$ cat config.mk
export PLATFORM = sky130hd
export DESIGN_NAME = pong_link_top
export DESIGN_NICKNAME = d
export VERILOG_FILES = /design/src/hdl/i2c_pkg.sv /design/src/hdl/ball_link_pkg.sv /design/src/hdl/pong_link_top.sv /design/src/hdl/i2c_frame_receiver.sv /design/src/hdl/i2c_byte_master.sv /design/src/hdl/ball_frame_sender.sv
export SDC_FILE = /design/constraint.sdc
export NUM_CORES = 1
export LEC_CHECK = 0
export BUFFER_PORTS_ARGS = -buffer_cell sky130_fd_sc_hd__clkbuf_2
export CORE_ASPECT_RATIO = 1.2
export CORE_MARGIN = 2
export CORE_UTILIZATION = 55
export CTS_BUF_LIST = sky130_fd_sc_hd__clkbuf_4 sky130_fd_sc_hd__clkbuf_8
export DETAILED_ROUTE_END_ITERATION = 12
export PLACE_DENSITY_LB_ADDON = 0.25
export RECOVER_POWER = 100
export SLEW_MARGIN = 10
export SYNTH_ARGS = -nofsm -noshare
export SYNTH_HDL_FRONTEND = slang
export SYNTH_HIERARCHICAL = 1
export SYNTH_SLANG_ARGS = --single-unit
$ cat constraint.sdc
create_clock -name clk -period 5.86 [get_ports clk]
set_clock_uncertainty 0.05 [all_clocks]
set_input_delay 0.879 -clock clk [delete_from_list [all_inputs] [get_ports clk]]
set_output_delay 0.879 -clock clk [all_outputs]
set_load 0.01 [all_outputs]
$ cat src/hdl/i2c_pkg.sv
package i2c_pkg;

    // byte master commands
    typedef enum logic [1:0] {
        CMD_NONE  = 2'd0,
        CMD_START = 2'd1,
        CMD_WRITE = 2'd2,
        CMD_STOP  = 2'd3
    } i2c_cmd_t;

    // quarter phases per scl bit
    localparam int PHASES_PER_BIT = 4;

endpackage

$ cat src/hdl/ball_link_pkg.sv
package ball_link_pkg;

    // field widths of the ball state
    localparam int Y_WIDTH    = 10;
    localparam int VY_WIDTH   = 8;
    localparam int GRAV_WIDTH = 2;

    // data bytes per frame, address byte not counted
    // 0: y[9:8] in bits 7:6
    // 1: y[7:0]
    // 2: vy
    // 3: gravity phase in low bits
    // 4: collision in bit 0
    // 5: lose in bit 0
    localparam int FRAME_BYTES = 6;

    // one-hot, drives the status leds
    typedef enum logic [7:0] {
        ST_IDLE  = 8'b0000_0001,
        ST_START = 8'b0000_0010,
        ST_WAIT  = 8'b0000_0100,
        ST_DATA  = 8'b0000_1000,
        ST_STOP  = 8'b0001_0000,
        ST_DONE  = 8'b0010_0000
    } sender_status_t;

endpackage
$ cat src/hdl/pong_link_top.sv
`timescale 1ns/100ps

module pong_link_top #(
    parameter int         CLK_DIV     = 4,
    parameter logic [6:0] TARGET_ADDR = 7'h55
) (
    input  logic                                 clk,
    input  logic                                 reset,
    input  logic                                 send_trigger,
    input  logic [ball_link_pkg::Y_WIDTH-1:0]    ball_y,
    input  logic [ball_link_pkg::VY_WIDTH-1:0]   ball_vy,
    input  logic [ball_link_pkg::GRAV_WIDTH-1:0] gravity_phase,
    input  logic                                 collision,
    input  logic                                 lose,
    input  logic                                 abort,
    output logic                                 scl,
    output logic                                 sda,
    output ball_link_pkg::sender_status_t        status,
    output logic                                 link_error,
    output logic                                 rx_valid,
    output logic [ball_link_pkg::Y_WIDTH-1:0]    rx_ball_y,
    output logic [ball_link_pkg::VY_WIDTH-1:0]   rx_ball_vy,
    output logic [ball_link_pkg::GRAV_WIDTH-1:0] rx_gravity,
    output logic                                 rx_collision,
    output logic                                 rx_lose
);

    i2c_pkg::i2c_cmd_t cmd;
    logic [7:0]        tx_data;
    logic              ready;
    logic              tx_done;
    logic              nack;
    logic              master_scl_low;
    logic              master_sda_low;
    logic              target_sda_low;

    // open drain, pulled up when nobody pulls low
    assign scl = !master_scl_low;
    assign sda = !(master_sda_low || target_sda_low);

    ball_frame_sender #(
        .TARGET_ADDR(TARGET_ADDR)
    ) ball_frame_sender_i (
        .clk          (clk),
        .reset        (reset),
        .send_trigger (send_trigger),
        .ball_y       (ball_y),
        .ball_vy      (ball_vy),
        .gravity_phase(gravity_phase),
        .collision    (collision),
        .lose         (lose),
        .abort        (abort),
        .ready        (ready),
        .tx_done      (tx_done),
        .nack         (nack),
        .cmd          (cmd),
        .tx_data      (tx_data),
        .status       (status),
        .link_error   (link_error)
    );

    i2c_byte_master #(
        .CLK_DIV(CLK_DIV)
    ) i2c_byte_master_i (
        .clk    (clk),
        .reset  (reset),
        .cmd    (cmd),
        .tx_data(tx_data),
        .scl_in (scl),
        .sda_in (sda),
        .ready  (ready),
        .tx_done(tx_done),
        .nack   (nack),
        .scl_low(master_scl_low),
        .sda_low(master_sda_low)
    );

    i2c_frame_receiver #(
        .TARGET_ADDR(TARGET_ADDR)
    ) i2c_frame_receiver_i (
        .clk         (clk),
        .reset       (reset),
        .scl         (scl),
        .sda         (sda),
        .sda_low     (target_sda_low),
        .rx_valid    (rx_valid),
        .rx_ball_y   (rx_ball_y),
        .rx_ball_vy  (rx_ball_vy),
        .rx_gravity  (rx_gravity),
        .rx_collision(rx_collision),
        .rx_lose     (rx_lose)
    );

endmodule

$ cat src/hdl/i2c_frame_receiver.sv
`timescale 1ns/100ps

module i2c_frame_receiver #(
    parameter logic [6:0] TARGET_ADDR = 7'h55
) (
    input  logic                                 clk,
    input  logic                                 reset,
    input  logic                                 scl,
    input  logic                                 sda,
    output logic                                 sda_low,
    output logic                                 rx_valid,
    output logic [ball_link_pkg::Y_WIDTH-1:0]    rx_ball_y,
    output logic [ball_link_pkg::VY_WIDTH-1:0]   rx_ball_vy,
    output logic [ball_link_pkg::GRAV_WIDTH-1:0] rx_gravity,
    output logic                                 rx_collision,
    output logic                                 rx_lose
);

    localparam int CNT_W = $clog2(ball_link_pkg::FRAME_BYTES + 1);
    localparam logic [CNT_W-1:0] FULL = CNT_W'(ball_link_pkg::FRAME_BYTES);

    logic [1:0]       scl_sync;
    logic [1:0]       sda_sync;
    logic             scl_prev;
    logic             sda_prev;
    logic             scl_rise;
    logic             scl_fall;
    logic             start_det;
    logic             stop_det;
    logic [3:0]       bit_cnt;  // 8 after a byte, 9 during ack
    logic [7:0]       shift;
    logic             addr_phase;
    logic             addressed;
    logic             addr_match;
    logic             byte_end;
    logic             store;
    logic             frame_ok;
    logic [CNT_W-1:0] byte_cnt;
    logic [7:0]       rx_bytes [ball_link_pkg::FRAME_BYTES];

    assign scl_rise   = scl_sync[1] && !scl_prev;
    assign scl_fall   = !scl_sync[1] && scl_prev;
    assign start_det  = scl_sync[1] && scl_prev && sda_prev && !sda_sync[1];
    assign stop_det   = scl_sync[1] && scl_prev && !sda_prev && sda_sync[1];
    assign addr_match = (shift[7:1] == TARGET_ADDR) && !shift[0];
    assign byte_end   = scl_fall && bit_cnt == 4'd8 && !start_det && !stop_det;
    assign store      = byte_end && !addr_phase && addressed && byte_cnt != FULL;
    assign frame_ok   = stop_det && addressed && byte_cnt == FULL;

    always_ff @(posedge clk) begin
        if (scl_rise && bit_cnt < 4'd8) shift <= {shift[6:0], sda_sync[1]};
        if (store) rx_bytes[byte_cnt] <= shift;
    end

    always_ff @(posedge clk or posedge reset) begin
        if (reset) begin
            scl_sync     <= 2'b11;
            sda_sync     <= 2'b11;
            scl_prev     <= 1'b1;
            sda_prev     <= 1'b1;
            bit_cnt      <= '0;
            addr_phase   <= 1'b0;
            addressed    <= 1'b0;
            byte_cnt     <= '0;
            sda_low      <= 1'b0;
            rx_valid     <= 1'b0;
            rx_ball_y    <= '0;
            rx_ball_vy   <= '0;
            rx_gravity   <= '0;
            rx_collision <= 1'b0;
            rx_lose      <= 1'b0;
        end else begin
            scl_sync <= {scl_sync[0], scl};
            sda_sync <= {sda_sync[0], sda};
            scl_prev <= scl_sync[1];
            sda_prev <= sda_sync[1];
            rx_valid <= frame_ok;

            if (frame_ok) begin
                rx_ball_y    <= {rx_bytes[0][7:6], rx_bytes[1]};
                rx_ball_vy   <= rx_bytes[2];
                rx_gravity   <= rx_bytes[3][ball_link_pkg::GRAV_WIDTH-1:0];
                rx_collision <= rx_bytes[4][0];
                rx_lose      <= rx_bytes[5][0];
            end

            if (start_det) begin
                bit_cnt    <= '0;
                addr_phase <= 1'b1;
                addressed  <= 1'b0;
                byte_cnt   <= '0;
                sda_low    <= 1'b0;
            end else if (stop_det) begin
                bit_cnt    <= '0;
                addr_phase <= 1'b0;
                addressed  <= 1'b0;
                sda_low    <= 1'b0;
            end else if (scl_rise && bit_cnt < 4'd8) begin
                bit_cnt <= bit_cnt + 1'b1;
            end else if (byte_end) begin
                bit_cnt <= 4'd9;
                if (addr_phase) begin
                    addr_phase <= 1'b0;
                    addressed  <= addr_match;
                    sda_low    <= addr_match;  // ack own address only
                end else if (store) begin
                    byte_cnt <= byte_cnt + 1'b1;
                    sda_low  <= 1'b1;
                end else begin
                    addressed <= 1'b0;  // frame too long
                end
            end else if (scl_fall && bit_cnt == 4'd9) begin
                bit_cnt <= '0;
                sda_low <= 1'b0;  // release after ack clock
            end
        end
    end

endmodule

$ cat src/hdl/i2c_byte_master.sv
`timescale 1ns/100ps

module i2c_byte_master #(
    parameter int CLK_DIV = 4
) (
    input  logic              clk,
    input  logic              reset,
    input  i2c_pkg::i2c_cmd_t cmd,
    input  logic [7:0]        tx_data,
    input  logic              scl_in,
    input  logic              sda_in,
    output logic              ready,
    output logic              tx_done,
    output logic              nack,
    output logic              scl_low,
    output logic              sda_low
);

    localparam int DIV_W = (CLK_DIV > 1) ? $clog2(CLK_DIV) : 1;
    localparam int PH_W  = $clog2(i2c_pkg::PHASES_PER_BIT);
    localparam logic [PH_W-1:0] LAST_PHASE = PH_W'(i2c_pkg::PHASES_PER_BIT - 1);
    localparam logic [PH_W-1:0] MID_PHASE  = PH_W'(i2c_pkg::PHASES_PER_BIT / 2);

    i2c_pkg::i2c_cmd_t op;  // operation in progress, none when ready
    logic [DIV_W-1:0]  div_cnt;
    logic [PH_W-1:0]   phase;
    logic [3:0]        bit_cnt;  // 8 is the ack bit
    logic [7:0]        shift;
    logic              tick;
    logic              accept;
    logic              last_quarter;
    logic              scl_next;
    logic              sda_next;

    assign ready        = (op == i2c_pkg::CMD_NONE);
    assign accept       = ready && cmd != i2c_pkg::CMD_NONE;
    assign tick         = (div_cnt == DIV_W'(CLK_DIV - 1));
    assign last_quarter = tick && phase == LAST_PHASE &&
                          (op != i2c_pkg::CMD_WRITE || bit_cnt == 4'd8);

    // line levels for the current quarter, registered one clk later
    always_comb begin
        scl_next = scl_low;
        sda_next = sda_low;
        case (op)
            i2c_pkg::CMD_START: begin
                sda_next = (phase != '0);         // sda falls with scl high
                scl_next = (phase == LAST_PHASE);
            end
            i2c_pkg::CMD_WRITE: begin
                scl_next = (phase == '0) || (phase == LAST_PHASE);
                sda_next = (bit_cnt != 4'd8) && !shift[7];  // released for ack
            end
            i2c_pkg::CMD_STOP: begin
                scl_next = (phase == '0);
                sda_next = (phase < MID_PHASE);   // sda rises with scl high
            end
            default: ;
        endcase
    end

    always_ff @(posedge clk) begin
        if (accept) begin
            shift <= tx_data;
        end else if (op == i2c_pkg::CMD_WRITE && tick && phase == LAST_PHASE) begin
            shift <= {shift[6:0], 1'b0};  // msb first
        end
    end

    always_ff @(posedge clk or posedge reset) begin
        if (reset) begin
            op      <= i2c_pkg::CMD_NONE;
            tx_done <= 1'b0;
            nack    <= 1'b0;
            div_cnt <= '0;
            phase   <= '0;
            bit_cnt <= '0;
            scl_low <= 1'b0;
            sda_low <= 1'b0;
        end else begin
            tx_done <= 1'b0;
            scl_low <= scl_next;
            sda_low <= sda_next;
            if (accept) begin
                op      <= cmd;
                div_cnt <= '0;
                phase   <= '0;
                bit_cnt <= '0;
                if (cmd == i2c_pkg::CMD_WRITE) nack <= 1'b0;
            end else if (op != i2c_pkg::CMD_NONE) begin
                if (tick) begin
                    div_cnt <= '0;
                    phase   <= phase + 1'b1;
                    if (op == i2c_pkg::CMD_WRITE && phase == LAST_PHASE) begin
                        bit_cnt <= bit_cnt + 1'b1;
                    end
                    // ack sampled late in scl high
                    if (op == i2c_pkg::CMD_WRITE && bit_cnt == 4'd8 &&
                        phase == MID_PHASE && scl_in) begin
                        nack <= sda_in;
                    end
                    if (last_quarter) begin
                        op      <= i2c_pkg::CMD_NONE;
                        tx_done <= 1'b1;
                    end
                end else begin
                    div_cnt <= div_cnt + 1'b1;
                end
            end
        end
    end

endmodule

$ cat src/hdl/ball_frame_sender.sv
`timescale 1ns/100ps

module ball_frame_sender #(
    parameter logic [6:0] TARGET_ADDR = 7'h55
) (
    input  logic                                 clk,
    input  logic                                 reset,
    input  logic                                 send_trigger,
    input  logic [ball_link_pkg::Y_WIDTH-1:0]    ball_y,
    input  logic [ball_link_pkg::VY_WIDTH-1:0]   ball_vy,
    input  logic [ball_link_pkg::GRAV_WIDTH-1:0] gravity_phase,
    input  logic                                 collision,
    input  logic                                 lose,
    input  logic                                 abort,
    input  logic                                 ready,
    input  logic                                 tx_done,
    input  logic                                 nack,
    output i2c_pkg::i2c_cmd_t                    cmd,
    output logic [7:0]                           tx_data,
    output ball_link_pkg::sender_status_t        status,
    output logic                                 link_error
);

    localparam int IDX_W = $clog2(ball_link_pkg::FRAME_BYTES + 1);
    localparam logic [IDX_W-1:0] LAST_IDX = IDX_W'(ball_link_pkg::FRAME_BYTES);

    ball_link_pkg::sender_status_t state, state_next;
    i2c_pkg::i2c_cmd_t last_cmd, last_cmd_next;  // last command handed to the master
    logic [IDX_W-1:0] idx, idx_next;
    logic             abort_pend, abort_pend_next;
    logic             link_error_next;
    logic             load;

    // address byte in slot 0, data bytes after it
    logic [7:0] msg_q [ball_link_pkg::FRAME_BYTES + 1];

    assign status  = state;
    assign tx_data = msg_q[idx];

    always_ff @(posedge clk) begin
        if (load) begin
            msg_q[0] <= {TARGET_ADDR, 1'b0};  // write
            msg_q[1] <= {ball_y[9:8], 6'b0};
            msg_q[2] <= ball_y[7:0];
            msg_q[3] <= ball_vy;
            msg_q[4] <= 8'(gravity_phase);
            msg_q[5] <= {7'b0, collision};
            msg_q[6] <= {7'b0, lose};
        end
    end

    always_ff @(posedge clk or posedge reset) begin
        if (reset) begin
            state      <= ball_link_pkg::ST_IDLE;
            last_cmd   <= i2c_pkg::CMD_NONE;
            idx        <= '0;
            abort_pend <= 1'b0;
            link_error <= 1'b0;
        end else begin
            state      <= state_next;
            last_cmd   <= last_cmd_next;
            idx        <= idx_next;
            abort_pend <= abort_pend_next;
            link_error <= link_error_next;
        end
    end

    always_comb begin
        state_next      = state;
        last_cmd_next   = last_cmd;
        idx_next        = idx;
        abort_pend_next = abort_pend;
        link_error_next = link_error;
        load            = 1'b0;
        cmd             = i2c_pkg::CMD_NONE;

        if (abort && last_cmd != i2c_pkg::CMD_STOP &&
            state inside {ball_link_pkg::ST_START, ball_link_pkg::ST_WAIT,
                          ball_link_pkg::ST_DATA}) begin
            abort_pend_next = 1'b1;
        end

        case (state)
            ball_link_pkg::ST_IDLE: begin
                idx_next        = '0;
                abort_pend_next = 1'b0;
                last_cmd_next   = i2c_pkg::CMD_NONE;
                if (send_trigger) begin
                    load       = 1'b1;
                    state_next = ball_link_pkg::ST_START;
                end
            end
            ball_link_pkg::ST_START: begin
                cmd = i2c_pkg::CMD_START;
                if (!ready) state_next = ball_link_pkg::ST_WAIT;
            end
            ball_link_pkg::ST_WAIT: begin
                if (ready) begin
                    if (last_cmd == i2c_pkg::CMD_STOP) begin
                        state_next = ball_link_pkg::ST_DONE;
                    end else if (tx_done && nack && last_cmd == i2c_pkg::CMD_WRITE) begin
                        link_error_next = 1'b1;
                        state_next      = ball_link_pkg::ST_STOP;
                    end else if (abort_pend || abort) begin
                        state_next = ball_link_pkg::ST_STOP;
                    end else if (last_cmd == i2c_pkg::CMD_START) begin
                        state_next = ball_link_pkg::ST_DATA;  // address byte
                    end else if (idx == LAST_IDX) begin
                        state_next = ball_link_pkg::ST_STOP;
                    end else begin
                        idx_next   = idx + 1'b1;
                        state_next = ball_link_pkg::ST_DATA;
                    end
                end
            end
            ball_link_pkg::ST_DATA: begin
                cmd = i2c_pkg::CMD_WRITE;
                if (!ready) state_next = ball_link_pkg::ST_WAIT;
            end
            ball_link_pkg::ST_STOP: begin
                cmd = i2c_pkg::CMD_STOP;
                if (!ready) state_next = ball_link_pkg::ST_WAIT;
            end
            default: begin  // done
                state_next = ball_link_pkg::ST_IDLE;
            end
        endcase

        if (cmd != i2c_pkg::CMD_NONE) last_cmd_next = cmd;
    end

endmodule

After elaboration in Yosys (flattened, before gate mapping):

Memory sizes are Yosys's and may differ from the RTL's. A register that Yosys moved wholly into a read port is not among the register bits.
Cells that the tools add are included.

* multiplexer cells: 82
* eq/ne operators: 40
* $lt $le $gt $ge: 2
* bitwise operators: 1
* reductions and logical operators: 80
* add/sub/neg operators: 6

Operators with widths (count)
* 2-to-1 mux 8 bit: 9
* 2-to-1 mux 3 bit: 12
* 2-to-1 mux 4 bit: 9
* 2-to-1 mux 1 bit: 34
* logical AND 1 bit: 32
* nonzero test 2 bit: 14
* 2-to-1 mux 2 bit: 12
* case mux 8 bit (3 select lines): 1
* != test 2 bit, second input constant: 10
* equality test 2 bit, second input constant: 8
* AND reduction 3 bit: 5
* equality test 4 bit, second input constant: 3
* logical NOT 1 bit: 11
* nonzero test 3 bit: 3
* adder 4 x 1 -> 4 bit, second input constant: 2
* equality test 8 x 1 -> 1 bit, second input constant: 1
* equality test 8 x 2 -> 1 bit, second input constant: 1
* equality test 8 x 3 -> 1 bit, second input constant: 1
* equality test 8 x 4 -> 1 bit, second input constant: 1
* equality test 8 x 5 -> 1 bit, second input constant: 1
* != test 2 x 1 -> 1 bit, second input constant: 4
* AND reduction 4 bit: 2
* equality test 7 bit, second input constant: 1
* AND reduction 7 bit: 1
* 23 further kinds: 33

* logic and storage cells: 238
* bits in writable memories: 104
* flip-flop bits (word level): 62
* memories: 2
* output and inout bits: 34

Memory list
* ball_frame_sender_i.msg_q: depth 7, width 8, rd ports 1, clocked after Yosys merged registers in 0, write ports 7, RTL line ball_frame_sender.sv:35 `logic [7:0] msg_q [ball_link_pkg::FRAME_BYTES + 1];`
* i2c_frame_receiver_i.rx_bytes: depth 6, width 8, rd ports 6, clocked after Yosys merged registers in 6, write ports 1, RTL line i2c_frame_receiver.sv:39 `logic [7:0] rx_bytes [ball_link_pkg::FRAME_BYTES];`

Longest topological paths before layout:

* word-level depth: 15
* mapped depth: 8

Modules after synthesis:

Netlist, hierarchy kept.

Modules (own cells, without submodules)
* i2c_frame_receiver: area each 2612.5 sq um, seq. area each 1884.3 sq um, instances 1, cells each 157
* ball_frame_sender: area each 1716.6 sq um, seq. area each 987.2 sq um, instances 1, cells each 149
* i2c_byte_master: area each 1143.6 sq um, seq. area each 590.6 sq um, instances 1, cells each 95
* pong_link_top: area each 7.5 sq um, seq. area each 0.0 sq um, instances 1, cells each 2

Worst setup path before layout:

OpenSTA, ideal clock, no wires.

* path kind: flip-flop to flip-flop
* start point: register ball_frame_sender_i.state[1], in the netlist ball_frame_sender_i/status[1]
* end point: register i2c_byte_master_i.shift[0], enable pin
* period minus slack after synthesis: 2.500 ns
* data required time: 5.424 ns
* data arrival time: 2.064 ns
* cell stages (with the launch flop): 6
* buffers on the path: 1
* library setup time: 0.386 ns
* slack: 3.360 ns
* path through: dfrtp_1 -> buf_2 -> xnor2_1 -> nor4_1 -> nor3_1 -> a211oi_1

* cells in the longest elaborated chain, start to end: 5
* elaborated cells on any way between the ends: 7
* those cells by class: eq/ne: 3; mux: 1; reduce/logical: 3

Ends and longest elaborated chain
* start: declaration: RTL line ball_frame_sender.sv:27 `ball_link_pkg::sender_status_t state, state_next;`
* start signal: assignment: RTL line ball_frame_sender.sv:54 `state <= ball_link_pkg::ST_IDLE;`
* start signal: assignment: RTL line ball_frame_sender.sv:60 `state <= state_next;`
* equality test 8 x 5 -> 1 bit, or another cell as far along: RTL line ball_frame_sender.sv:83 `case (state)`
* case mux 2 bit (3 select lines) (*): RTL line ball_frame_sender.sv:83
* via cmd[0]: RTL line pong_link_top.sv:28 `i2c_pkg::i2c_cmd_t cmd;`
* nonzero test 2 bit (*): RTL line i2c_byte_master.sv:36 `assign accept = ready && cmd != i2c_pkg::CMD_NONE;`
* logical AND 1 bit (*): RTL line i2c_byte_master.sv:36
* nonzero test 2 bit (no line) (*)
* end signal: assignment: RTL line i2c_byte_master.sv:64 `shift <= tx_data;`
* end signal: assignment: RTL line i2c_byte_master.sv:66 `shift <= {shift[6:0], 1'b0};`
* end: declaration: RTL line i2c_byte_master.sv:28 `logic [7:0] shift;`

Mark *: on every way through the listed nets, which the timed path passes. The rest lies on a longest branch.
A chain may end at the register's enable or synchronous reset.

Worst setup path after layout:

* start point: register ball_frame_sender_i.state[1], in the netlist ball_frame_sender_i/status[1]
* end point: register i2c_byte_master_i.shift[1] (data pin)

* cells in the longest elaborated chain, start to end: 5
* elaborated cells on any way between the ends: 7
* those cells by class: eq/ne: 3; mux: 2; reduce/logical: 2

Ends and longest elaborated chain
* equality test 8 x 5 -> 1 bit, or another cell as far along: RTL line ball_frame_sender.sv:83
* case mux 2 bit (3 select lines) (*): RTL line ball_frame_sender.sv:83
* via cmd[0]: RTL line pong_link_top.sv:28
* nonzero test 2 bit (*): RTL line i2c_byte_master.sv:36
* logical AND 1 bit (*): RTL line i2c_byte_master.sv:36
* 2-to-1 mux 8 bit (*): RTL line i2c_byte_master.sv:63 `if (accept) begin`

Marks and branches as above.

==> Implementation_results.wiki <==
{| class="wikitable"
! Metric !! Value
|-
| Cell taking the most area after synthesis || sky130_fd_sc_hd__edfxtp_1
|-
| Topmost layer with routed signal wires || met4
|-
| Drt first-iter violations || 127
|-
| Final Critical Period || 2880 ps
|-
| Routed via count || 3297
|-
| Worst-case clock buffer depth || 2
|-
| Initial antenna violation count || 0
|-
| Run status || finished, violations left
|-
| Compound-Gate Fraction of Synth Area || 7.12%
|-
| Total number of clock tree sinks || 126
|-
| Count of endpoints failing setup in the final report || 0
|-
| Capture point of the worst reg-to-reg path || i2c_byte_master_i/shift[1]
|-
| Maximum frequency from static timing analysis || 348 MHz
|-
| Simple logic cell fraction of the synthesized area || 12.9%
|-
| Floorplan Core Area || a little under 10000 sq um
|-
| Seq/Total Area, Yosys || a little over three fifths
|-
| Final setup slack of the worst path || 2980 ps
|-
| Effective utilization at floorplan || between 50 and 60%
|-
| Endpoint class of the critical path || flop
|-
| Cells after synthesis || 403
|-
| Required @ worst endpoint || 5990 ps
|-
| CP arrival || 3000 ps
|-
| Leakage Power || 0.00252 uW
|-
| Amount of wire on met2 after detailed routing || 4890 um
|-
| Adder-cell share of the synthesized area || 2.97%
|-
| Main combinational cell family by area after synthesis || simple AND/OR/NAND/NOR gates
|-
| Wire length of the first global-routing pass || 15000 um
|-
| Placed wire-length estimate after detailed placement || 6310 um
|-
| Share of synthesized registers carrying an async set or reset || a little over half
|-
| Site Rows || 39
|-
| Share of the synthesized area in the top cell type || 32.9%
|-
| Clock transition at the registers of the reported paths || 70 ps
|-
| CTS tree || yes
|-
| Post-cts sizing count || 0
|-
| Unrepaired setup endpoints after global routing || false
|-
| Number of enable flip-flop cells after synthesis || 60
|-
| Max FO, Critical Path || 17
|-
| CTS Hold Buffers Added || 0
|-
| Yosys warnings || 6
|-
| Placer Congestion || 0.862
|-
| Number of levels in the clock H-tree || 4
|-
| Number of top-level pins || 60
|-
| Count of unresolved DRC violations after routing || 0
|-
| Drt via density || 5.47
|-
| Pin count of the biggest net entering global routing || 40
|-
| Reg2reg start || ball_frame_sender_i/status[1]
|-
| Pre-antenna DRT Iters || 4
|-
| Post-CTS setup repair buffer count || 0
|-
| Power density over cell area || 425 nW/um^2
|-
| Avg Cell Area, Syn || about 14 sq um
|-
| Pins over their slew limit || 55
|-
| Total congestion overflow after global routing || 0
|-
| Relative slew slack || -39.7%
|-
| Via count of the first global-routing pass || 3246
|-
| Final sum of negative setup slack || 0 ps
|-
| Area grow syn2layout || 12.0%
|-
| Total CTS buffers || 17
|-
| Violations in the final reports || max-capacitance violations, max-slew violations
|-
| Die span in y || 113 um
|-
| Clock insertion delay at the later pin of the skew report || around 430 ps
|-
| Start point of the worst min-delay path || i2c_frame_receiver_i/scl_sync[0]
|-
| Setup slack on the worst flop-to-flop path || 2980 ps
|-
| Fraction of synthesized area in multiplexers || a little under a tenth
|-
| Count of input and output buffers || 57
|-
| Type of origin of the critical path || flop
|-
| Die area || 10800 sq um
|-
| XOR/XNOR share of the synthesized area || between 1 and 1.5%
|-
| Crit path kind || reg -> reg
|-
| Global-route usage over all layers || 18.4%
|-
| Period Utilization, post-route || 49.1%
|-
| Peak VDD IR || approximately 0.35 mV
|-
| Met1 layer wirelength in the final routing || 3640 um
|-
| Largest cells by area after synthesis || sky130_fd_sc_hd__edfxtp_1, sky130_fd_sc_hd__dfrtp_1, sky130_fd_sc_hd__mux2_2
|-
| Max_cap viols || 2
|-
| Sum of routed wire length over all layers || 9030 um
|-
| Routed wirelength normalized by instance count || 15.0 um
|-
| Slew at the pin closest to its max-slew limit || 2100 ps
|-
| Class of the tightest hold or removal check || reg -> reg
|-
| Final antenna-violating net count || 0
|-
| Flop and latch count out of synthesis || 126
|-
| Share of layout cells above drive strength 1 || 20.6%
|-
| Worst-case setup slack after placement || 2910 ps
|-
| Detailed-routed wire length on met3 || 388 um
|-
| Number of diodes added for antenna fixing || 0
|-
| Final hold vios || 0
|-
| Flip-flop cell with the highest count after synthesis || sky130_fd_sc_hd__edfxtp_1
|-
| Setup crit start || ball_frame_sender_i/status[1]
|-
| Hold Path Cell Cnt || 0
|-
| Floorplan die width || 95.1 um
|-
| Hold EP || i2c_frame_receiver_i/scl_sync[1]
|-
| Number of distinct library cell variants in the gate-level netlist after synthesis || 67
|-
| Number of nets in the final layout || 506
|-
| Clock tree root buffer cell || sky130_fd_sc_hd__clkbuf_8
|-
| Fill count || 738
|-
| Post-synthesis instance area || around 5500 sq um
|-
| Worst r2r path cells || 5
|}
-- state kept, by name, indices dropped and copies added, names as in the netlist, 3 cells and up --
| register | count |
|---|---|
| i2c_frame_receiver_i/rx_ball_vy | 8 |
| i2c_frame_receiver_i/rx_ball_y | 10 |
| ball_frame_sender_i/status | 6 |
| i2c_frame_receiver_i/rx_bytes | 22 |
| ball_frame_sender_i/idx | 3 |
| i2c_byte_master_i/shift | 8 |
| ball_frame_sender_i/msg_q | 22 |
| i2c_frame_receiver_i/shift | 8 |
| i2c_frame_receiver_i/byte_cnt | 3 |
| i2c_frame_receiver_i/bit_cnt | 4 |
| i2c_byte_master_i/bit_cnt | 4 |
-- cell usage in the layout (no fill, tap or decap), drive strengths merged, types with 5 or more instances in the layout --
cell     n
clkbuf  77
edfxtp  60
dfrtp   59
nand2   39
inv     31
mux2    30
nor2    27
ha      13
mux2i   10
o21ai   10
a21oi    9
nor3     8
dfstp    7
nand4b   6
or2      6
xor2     5
o31ai    5
nand3    5
-- final cells by class --
cell class	count	area, sq um	share of cell area (%)
Clock inverter	14	200	3.26
Timing Repair Buffer	59	253	4.12
Multi-Input combinational cell	240	1730	28.2
Clock buffer	18	248	4.04
Sequential cell	126	3460	56.4
Tap cell	123	154	2.51
Inverter	23	86.3	1.41
-- logic make-up after synthesis --
logic type	count (synthesis)
AOI/OAI and AO/OA	56
and+or+nand+nor	120
buffers and inverters	38
adders and majority gates	13
DFF	126
xor gates and xnor gates	7
other	1
muxes	42
-- synth_stat cells, drive strengths merged, types with 4 or more instances --
library cell,count
nand3,5
inv,23
o22ai,4
mux2i,10
nand4b,6
o31ai,5
a211oi,4
mux2,30
nand2,39
or2,6
a21oi,9
o21ai,10
dfrtp,59
nor2,27
nor3,8
xor2,5
nor3b,4
ha,13
dfstp,7
edfxtp,60
buf,13
-- how the worst max path moves through the flow --
stage                                 end  cells after the start
6_report       i2c_byte_master_i/shift[1]                      5
5_1_grt        i2c_byte_master_i/shift[5]                      5
4_1_cts        i2c_byte_master_i/shift[7]                      4
3_5_place_dp   i2c_byte_master_i/shift[0]                      4
3_3_place_gp   i2c_byte_master_i/shift[2]                      4
2_1_floorplan  i2c_byte_master_i/shift[0]                      5
-- metal layers --
| metal | up-vias | GRT usage (%) |
|---|---|---|
| met5 | - | 0 |
| met4 | 0 | 6.67 |
| met3 | 10 | 6.26 |
| met2 | 76 | 31.7 |
| met1 | 1623 | 21.1 |
| li1 | 1588 | - |
-- worst max-delay path, cell delays in order (launching register included) --
cell                      delay (ps)
sky130_fd_sc_hd__dfrtp_1         660
sky130_fd_sc_hd__xnor2_1         130
sky130_fd_sc_hd__nor4_1          500
sky130_fd_sc_hd__nor2_1          140
sky130_fd_sc_hd__nor2_1          720
sky130_fd_sc_hd__mux2_2          420
-- power breakdown --
group	switching (uW)	internal [uW]	leakage, uW
registers	149	1140	0.00142
logic	280	205	0.000874
clock network	346	484	0.000226
total	775	1830	0.00252
-- stage by stage --
stage	hold WS (ps)	utilization [%]	cells	area (sq um)	power [uW]
3_3_place_gp	297	60.7	571	5830	1810
5_1_grt	318	63.8	603	6140	2760
6_report	316	63.8	603	6140	2610
3_5_place_dp	297	60.7	571	5830	1830
2_1_floorplan	295	-	404	5480	1690
4_1_cts	310	65.3	603	6280	2670
(Power assumes the default switching activity.)
